### src/rtl/xbar_pkg.sv
`default_nettype none

package xbar_pkg;

  // --------------------
  // sizes
  // --------------------
  localparam int N_CHAN  = 3;
  localparam int N_BANK  = 4;
  localparam int MAX_BUF = 8;  // deepest ring the entry id can address

  // --------------------
  // vector types
  // --------------------
  typedef logic [1:0]         chan_id_t;
  typedef logic [1:0]         bank_addr_t;
  typedef logic [2:0]         entry_id_t;
  typedef logic [MAX_BUF-1:0] entry_mask_t;  // only low BUFFER_SIZE bits live
  typedef logic [N_CHAN-1:0]  chan_mask_t;
  typedef logic [N_BANK-1:0]  bank_mask_t;

  // --------------------
  // structs
  // --------------------
  // request as offered by a channel
  typedef struct packed {
    logic       valid;
    bank_addr_t addr;
  } xbar_req_t;

  // grant a bank hands out this cycle
  typedef struct packed {
    logic      valid;
    chan_id_t  ch_id;     // winning channel
    entry_id_t entry_id;  // its buffer slot
  } bank_grant_t;

endpackage

`default_nettype wire

### src/rtl/chan_entry_buffer.sv
`timescale 1ns/10ps
`default_nettype none

module chan_entry_buffer
  import xbar_pkg::*;
#(
  parameter int BUFFER_SIZE = 5
) (
  input  wire logic                     clk_i,
  input  wire logic                     rstn_i,
  input  wire xbar_req_t                req_i,
  input  wire bank_mask_t               bank_gnt_i,
  input  wire entry_id_t [N_BANK-1:0]   pick_id_i,
  output logic                          allow_o,
  output entry_mask_t [N_BANK-1:0]      bank_marks_o,
  output entry_id_t                     read_ptr_o
);

  localparam int CNT_W = $clog2(MAX_BUF + 1);

  entry_id_t                wr_ptr_q;
  entry_id_t                rd_ptr_q;
  logic [CNT_W-1:0]         count_q;
  logic [CNT_W-1:0]         count_d;
  entry_mask_t [N_BANK-1:0] marks_q;
  entry_mask_t [N_BANK-1:0] marks_d;
  logic                     push;
  logic                     pop;
  logic                     head_busy;

  // --------------------
  // push / pop
  // --------------------
  assign allow_o = count_q != CNT_W'(BUFFER_SIZE);  // full stalls the source
  assign push    = req_i.valid & allow_o;

  // head slot still owed to some bank?
  always_comb begin
    head_busy = 1'b0;
    for (int b = 0; b < N_BANK; b++) begin
      head_busy = head_busy | marks_q[b][rd_ptr_q];
    end
  end

  assign pop = (count_q != '0) & ~head_busy;  // free in order only

  always_comb begin
    count_d = count_q;
    if (push && !pop) begin
      count_d = count_q + 1'b1;
    end else if (!push && pop) begin
      count_d = count_q - 1'b1;
    end
  end

  always_ff @(posedge clk_i or negedge rstn_i) begin
    if (!rstn_i) begin
      wr_ptr_q <= '0;
      rd_ptr_q <= '0;
      count_q  <= '0;
    end else begin
      if (push) begin
        wr_ptr_q <= (wr_ptr_q == entry_id_t'(BUFFER_SIZE - 1)) ? '0 : wr_ptr_q + 1'b1;
      end
      if (pop) begin
        rd_ptr_q <= (rd_ptr_q == entry_id_t'(BUFFER_SIZE - 1)) ? '0 : rd_ptr_q + 1'b1;
      end
      count_q <= count_d;
    end
  end

  // --------------------
  // per-bank marks
  // --------------------
  always_comb begin
    marks_d = marks_q;
    for (int b = 0; b < N_BANK; b++) begin
      if (bank_gnt_i[b]) begin
        marks_d[b][pick_id_i[b]] = 1'b0;  // served this cycle
      end
    end
    // write slot is free, so no clash with a clear above
    if (push) begin
      marks_d[req_i.addr][wr_ptr_q] = 1'b1;
    end
  end

  always_ff @(posedge clk_i or negedge rstn_i) begin
    if (!rstn_i) begin
      marks_q <= '0;
    end else begin
      marks_q <= marks_d;
    end
  end

  assign bank_marks_o = marks_q;
  assign read_ptr_o   = rd_ptr_q;

  // --------------------
  // checks
  // --------------------
  a_count_bound: assert property (@(posedge clk_i) disable iff (!rstn_i)
    count_q <= CNT_W'(BUFFER_SIZE));

  for (genvar b = 0; b < N_BANK; b++) begin : g_chk
    // arbiter and picker must agree with the stored marks
    a_gnt_marked: assert property (@(posedge clk_i) disable iff (!rstn_i)
      bank_gnt_i[b] |-> marks_q[b][pick_id_i[b]]);
  end

endmodule

`default_nettype wire

### src/rtl/oldest_entry_pick.sv
`timescale 1ns/10ps
`default_nettype none

module oldest_entry_pick
  import xbar_pkg::*;
#(
  parameter int BUFFER_SIZE = 5
) (
  input  wire entry_mask_t [N_BANK-1:0] bank_marks_i,
  input  wire entry_id_t                read_ptr_i,
  output bank_mask_t                    want_o,
  output entry_id_t [N_BANK-1:0]        pick_id_o
);

  // ring index base + off, wrapping at BUFFER_SIZE
  function automatic entry_id_t ring_add(entry_id_t base, int unsigned off);
    int unsigned sum;
    sum = int'(base) + off;
    if (sum >= BUFFER_SIZE) begin
      sum = sum - BUFFER_SIZE;
    end
    return entry_id_t'(sum);
  endfunction

  for (genvar b = 0; b < N_BANK; b++) begin : g_bank
    entry_mask_t rot_marks;  // bit 0 is the read pointer slot
    entry_id_t   first_off;

    always_comb begin
      rot_marks = '0;
      for (int i = 0; i < BUFFER_SIZE; i++) begin
        rot_marks[i] = bank_marks_i[b][ring_add(read_ptr_i, i)];
      end
    end

    // lowest set offset wins, i.e. oldest entry
    always_comb begin
      first_off = '0;
      for (int i = BUFFER_SIZE - 1; i >= 0; i--) begin
        if (rot_marks[i]) begin
          first_off = entry_id_t'(i);
        end
      end
    end

    assign want_o[b]    = |bank_marks_i[b];
    assign pick_id_o[b] = ring_add(read_ptr_i, first_off);  // back to absolute slot
  end

endmodule

`default_nettype wire

### src/rtl/bank_arbiter.sv
`timescale 1ns/10ps
`default_nettype none

module bank_arbiter
  import xbar_pkg::*;
(
  input  wire logic                   clk_i,
  input  wire logic                   rstn_i,
  input  wire chan_mask_t             want_i,
  input  wire entry_id_t [N_CHAN-1:0] entry_id_i,
  output chan_mask_t                  gnt_o,
  output bank_grant_t                 grant_o
);

  chan_id_t last_q;   // channel served most recently
  chan_id_t win_id;
  logic     any_want;

  assign any_want = |want_i;

  // --------------------
  // round robin search
  // --------------------
  always_comb begin
    int unsigned cand;
    logic        found;
    win_id = last_q;
    found  = 1'b0;
    // start just past the last winner, wrap around
    for (int i = 1; i <= N_CHAN; i++) begin
      cand = (int'(last_q) + i) % N_CHAN;
      if (!found && want_i[cand]) begin
        found  = 1'b1;
        win_id = chan_id_t'(cand);
      end
    end
  end

  always_comb begin
    gnt_o = '0;
    if (any_want) begin
      gnt_o[win_id] = 1'b1;
    end
  end

  always_ff @(posedge clk_i or negedge rstn_i) begin
    if (!rstn_i) begin
      last_q <= chan_id_t'(N_CHAN - 1);  // channel 0 goes first
    end else if (any_want) begin
      last_q <= win_id;
    end
  end

  // grant level, no handshake
  always_comb begin
    grant_o          = '0;
    grant_o.valid    = any_want;
    if (any_want) begin
      grant_o.ch_id    = win_id;
      grant_o.entry_id = entry_id_i[win_id];
    end
  end

  // --------------------
  // checks
  // --------------------
  a_gnt_onehot: assert property (@(posedge clk_i) disable iff (!rstn_i)
    $onehot0(gnt_o));

  a_gnt_wanted: assert property (@(posedge clk_i) disable iff (!rstn_i)
    (gnt_o & ~want_i) == '0);

endmodule

`default_nettype wire

### src/rtl/xbar_top.sv
`timescale 1ns/10ps
`default_nettype none

module xbar_top
  import xbar_pkg::*;
#(
  parameter int BUFFER_SIZE = 5
) (
  input  wire logic                     clk_i,
  input  wire logic                     rstn_i,
  input  wire xbar_req_t [N_CHAN-1:0]   req_i,
  output chan_mask_t                    allow_o,
  output bank_grant_t [N_BANK-1:0]      grant_o
);

  // per channel view
  entry_mask_t [N_BANK-1:0] bank_marks [N_CHAN];
  entry_id_t                read_ptr   [N_CHAN];
  bank_mask_t               chan_want  [N_CHAN];
  entry_id_t [N_BANK-1:0]   chan_pick  [N_CHAN];
  bank_mask_t               chan_gnt   [N_CHAN];

  // per bank view
  chan_mask_t               bank_want  [N_BANK];
  entry_id_t [N_CHAN-1:0]   bank_pick  [N_BANK];
  chan_mask_t               bank_gnt   [N_BANK];

  // --------------------
  // channels
  // --------------------
  for (genvar c = 0; c < N_CHAN; c++) begin : g_chan
    chan_entry_buffer #(
      .BUFFER_SIZE (BUFFER_SIZE)
    ) u_buf (
      .clk_i        (clk_i),
      .rstn_i       (rstn_i),
      .req_i        (req_i[c]),
      .bank_gnt_i   (chan_gnt[c]),
      .pick_id_i    (chan_pick[c]),
      .allow_o      (allow_o[c]),
      .bank_marks_o (bank_marks[c]),
      .read_ptr_o   (read_ptr[c])
    );

    oldest_entry_pick #(
      .BUFFER_SIZE (BUFFER_SIZE)
    ) u_pick (
      .bank_marks_i (bank_marks[c]),
      .read_ptr_i   (read_ptr[c]),
      .want_o       (chan_want[c]),
      .pick_id_o    (chan_pick[c])
    );
  end

  // --------------------
  // channel <-> bank transpose
  // --------------------
  for (genvar b = 0; b < N_BANK; b++) begin : g_xpose_b
    for (genvar c = 0; c < N_CHAN; c++) begin : g_xpose_c
      assign bank_want[b][c] = chan_want[c][b];
      assign bank_pick[b][c] = chan_pick[c][b];
      assign chan_gnt[c][b]  = bank_gnt[b][c];  // back to the owning channel
    end
  end

  // --------------------
  // banks
  // --------------------
  for (genvar b = 0; b < N_BANK; b++) begin : g_bank
    bank_arbiter u_arb (
      .clk_i      (clk_i),
      .rstn_i     (rstn_i),
      .want_i     (bank_want[b]),
      .entry_id_i (bank_pick[b]),
      .gnt_o      (bank_gnt[b]),
      .grant_o    (grant_o[b])
    );
  end

endmodule

`default_nettype wire

### config.mk
export PLATFORM = sky130hd
export DESIGN_NAME = xbar_top
export DESIGN_NICKNAME = d
export VERILOG_FILES = /design/src/rtl/xbar_pkg.sv /design/src/rtl/chan_entry_buffer.sv /design/src/rtl/oldest_entry_pick.sv /design/src/rtl/bank_arbiter.sv /design/src/rtl/xbar_top.sv
export SDC_FILE = /design/constraint.sdc
export NUM_CORES = 1
export LEC_CHECK = 0
export BUFFER_PORTS_ARGS = -buffer_cell sky130_fd_sc_hd__buf_2
export CORE_MARGIN = 2
export CORE_UTILIZATION = 35
export CTS_BUF_LIST = sky130_fd_sc_hd__clkbuf_2 sky130_fd_sc_hd__clkbuf_4 sky130_fd_sc_hd__clkbuf_8
export CTS_CLUSTER_DIAMETER = 150
export DETAILED_ROUTE_END_ITERATION = 10
export GPL_ROUTABILITY_DRIVEN = 0
export PLACE_DENSITY = 0.6
export RECOVER_POWER = 100
export SKIP_CTS_REPAIR_TIMING = 1
export SYNTH_ARGS = -nofsm -noshare
export SYNTH_HDL_FRONTEND = slang
export SYNTH_SLANG_ARGS = --single-unit
export TNS_END_PERCENT = 5
### constraint.sdc
create_clock -name clk_i -period 6.8 [get_ports clk_i]
set_clock_uncertainty 0.1 [all_clocks]
set_input_delay 1.02 -clock clk_i [delete_from_list [all_inputs] [get_ports clk_i]]
set_output_delay 1.02 -clock clk_i [all_outputs]
set_load 0.01 [all_outputs]
==> results.tsv <==
metric	value	unit
delay of the slowest cell on the worst path	0.53	ns
WL per Instance	20.7	um
Final Core Density	0.421	
FFs w/ async S/R, synth	1.00	
Hold Crit Class	reg -> reg	
crit path time final	6.78	ns
post-DP HPWL	38.5	mm
WP data arrival	5.66	ns
TritonCTS clock tree	yes	
# rows	78	
GRT Total Usage	0.219	
Area Overhead vs Synth	19.5	%
failing checks	capacitance limit, slew limit	
Mapped Cells	1831	
DRC	0	
sequential element share of the synthesized area	0.211	
Reg clk slew, reported paths	0.08	ns
Core ar.	45100	um^2
Post-Place Setup Slack	0.0365	ns
Post-Syn Nets	1973	
Syn Std Cell Area	15900	um^2
fraction of layout cells with a size suffix above 1	0.247	
worst path required time	5.68	ns
fillers	4465	
synthesized flop and latch total	134	
status	complete, but fails checks	
delay-heaviest family, CP	multiplexers	
CP max FO	6	
Post-Syn Area per Cell	8.68	um^2
Port Buf Inserts	37	
TritonRoute pass-1 iters	7	
total CTS buffers	17	
# setup viols final	0	
final wirelength	52.9	mm
CP cell instances	inv_2, ha_4, inv_1, fa_2, a21oi_4, mux2i_4, buf_6, mux4_2, mux2i_4, inv_1, o21ai_1, and2_4, ha_4, fa_1, inv_2, ha_4, nor2b_4, o21ai_1, a211oi_2, buf_4, mux2i_4, mux2i_1, o32ai_2, buf_2	
via count	15600	
initial antenna violation count	0	
fin crit share	0.997	
die width	217	um
Slowest-stage cell, CP	mux4_2	
Crit path buffers/inverters	7	
clk root buf	clkbuf_8	
Synth cell types	76	
Final Hold Vio Count	0	
post-placement cell count	2466	
fmax	0.148	GHz
Least-Margin Pin Slew	5.15	ns
Ys Warns	0	
critical path endpoint category	output pin	
Die H	217	um
largest net degree at the start of global routing	89	
Max Cap Violations	1	
EDFF count, synth	0	
# nets final	2086	
io pins	38	
Ant. Diodes	0	
WS Path Type	reg -> out	
RSZ-0062 raised after global routing	true	
Max Transition Viols Final	89	
clk buf depth	2	
Die ar.	47100	um^2
Final Instance Count excl. Fillers	2557	
Max transition margin	-2.44	
top_reg_cell synth	dfrtp_1	
initial drt markers	1694	
GRT overflow	0	
clock sink total	134	
Vias/cell	6.10	
Initial Utilization	0.352	
PnR worst setup slack	0.0226	ns
first-pass GRT wire length	81.7	mm
Worst-Skew Late Latency	0.51	ns
vias in the first global route	14700	
DRT antenna net count	0	
nature of the critical path startpoint	flip-flop	
CTS H-tree depth	4	
worst reg2reg max path: cells and delay by family, from the launching register on:
kind / cells / cell delay, ns
mux: 4 / 1.25
fa+ha+maj: 5 / 1.24
compound gates: 5 / 1.01
buf+inv: 7 / 0.87
simple gates: 4 / 0.82
flops: 1 / 0.40
cells in the mapped netlist, drive strengths merged (53+ instances only):
| cell type | instances | area share |
|---|---|---|
| a211oi | 53 | 0.025 |
| a21oi | 102 | 0.033 |
| clkbuf | 55 | 0.013 |
| dfrtp | 130 | 0.20 |
| ha | 113 | 0.089 |
| inv | 107 | 0.025 |
| mux2i | 70 | 0.045 |
| mux4 | 97 | 0.14 |
| nand2 | 209 | 0.049 |
| nor2 | 113 | 0.027 |
| o21ai | 147 | 0.046 |
| xnor2 | 56 | 0.031 |
cell usage in the layout (no fill, tap or decap), types with 49 or more instances in the layout:
cell     Yosys  layout
nor2_1     112     110
o21ai_0    139     119
dfrtp_1    130     124
mux2i_1     68      49
inv_1      106      92
ha_1       113      87
nand2_1    209     206
buf_4        7     121
mux4_2      97      97
a21oi_1     98      84
path summary, 6_finish.rpt:
| check | cells past startpoint | to | slack (ns) | startpoint |
|---|---|---|---|---|
| max in group asynchronous | 2 | g_chan[1].u_buf.read_ptr_o[1] | 0.98 | rstn_i |
| min | 1 | g_chan[2].u_buf.count_q[3] | 0.41 | g_chan[2].u_buf.count_q[3] |
| max reg2reg | 25 | g_chan[2].u_buf.bank_marks_o[10] | 1.03 | g_chan[2].u_buf.read_ptr_o[0] |
| min reg2reg | 1 | g_chan[2].u_buf.count_q[3] | 0.41 | g_chan[2].u_buf.count_q[3] |
| min in group asynchronous | 1 | g_bank[0].u_arb.last_q[0] | 2.31 | rstn_i |
| max | 24 | grant_o[7] | 0.02 | g_chan[2].u_buf.read_ptr_o[0] |
through the flow:
| step | setup TNS (ns) | hold WS (ns) | cell area (um^2) |
|---|---|---|---|
| floorplan | -0.166 | 0.364 | 15900 |
| global placement | 0 | 0.382 | 17100 |
| detailed placement | 0 | 0.393 | 17100 |
| CTS | -5.00 | 0.410 | 17500 |
| global route | -2.38 | 0.440 | 19000 |
| finish | 0 | 0.409 | 19000 |
flip-flops by register name, indices dropped and copies added (netlist names):
register / flops
g_bank.u_arb.last_q: 8
g_chan.u_buf.read_ptr_o: 9
g_chan.u_buf.count_q: 12
g_chan.u_buf.bank_marks_o: 96
g_chan.u_buf.wr_ptr_q: 9
area by class of cell:
cell class,count,area (um^2),area share
Timing Repair Buffer,172,1260,0.0662
Clock inverter,13,171,0.00903
Sequential cell,134,3370,0.177
Tap cell,600,751,0.0395
Multi-Input combinational cell,1509,12800,0.672
Inverter,110,420,0.0221
Clock buffer,19,262,0.0138
metal layers:
metal	global-route usage	part of all wire	up-vias
met1	0.296	0.42	7571
met3	0.0446	0.082	118
li1	-	-	7172
met4	0.0751	0.030	0
met5	0	0	-
met2	0.347	0.47	743
cell families (layout without fill, tap and decap cells):
kind of cell    after synthesis  in the layout  synth area share
simple gates                671            671             0.216
compound gates              473            473             0.193
xor+xnor                     62             62            0.0342
mux                         172            172             0.186
buf+inv                     188            314            0.0478
fa+ha+maj                   131            131             0.112
flops                       134            134             0.211
Power is not shown: default switching activity piles up to over one toggle a cycle in this logic, so the estimate is an artifact.
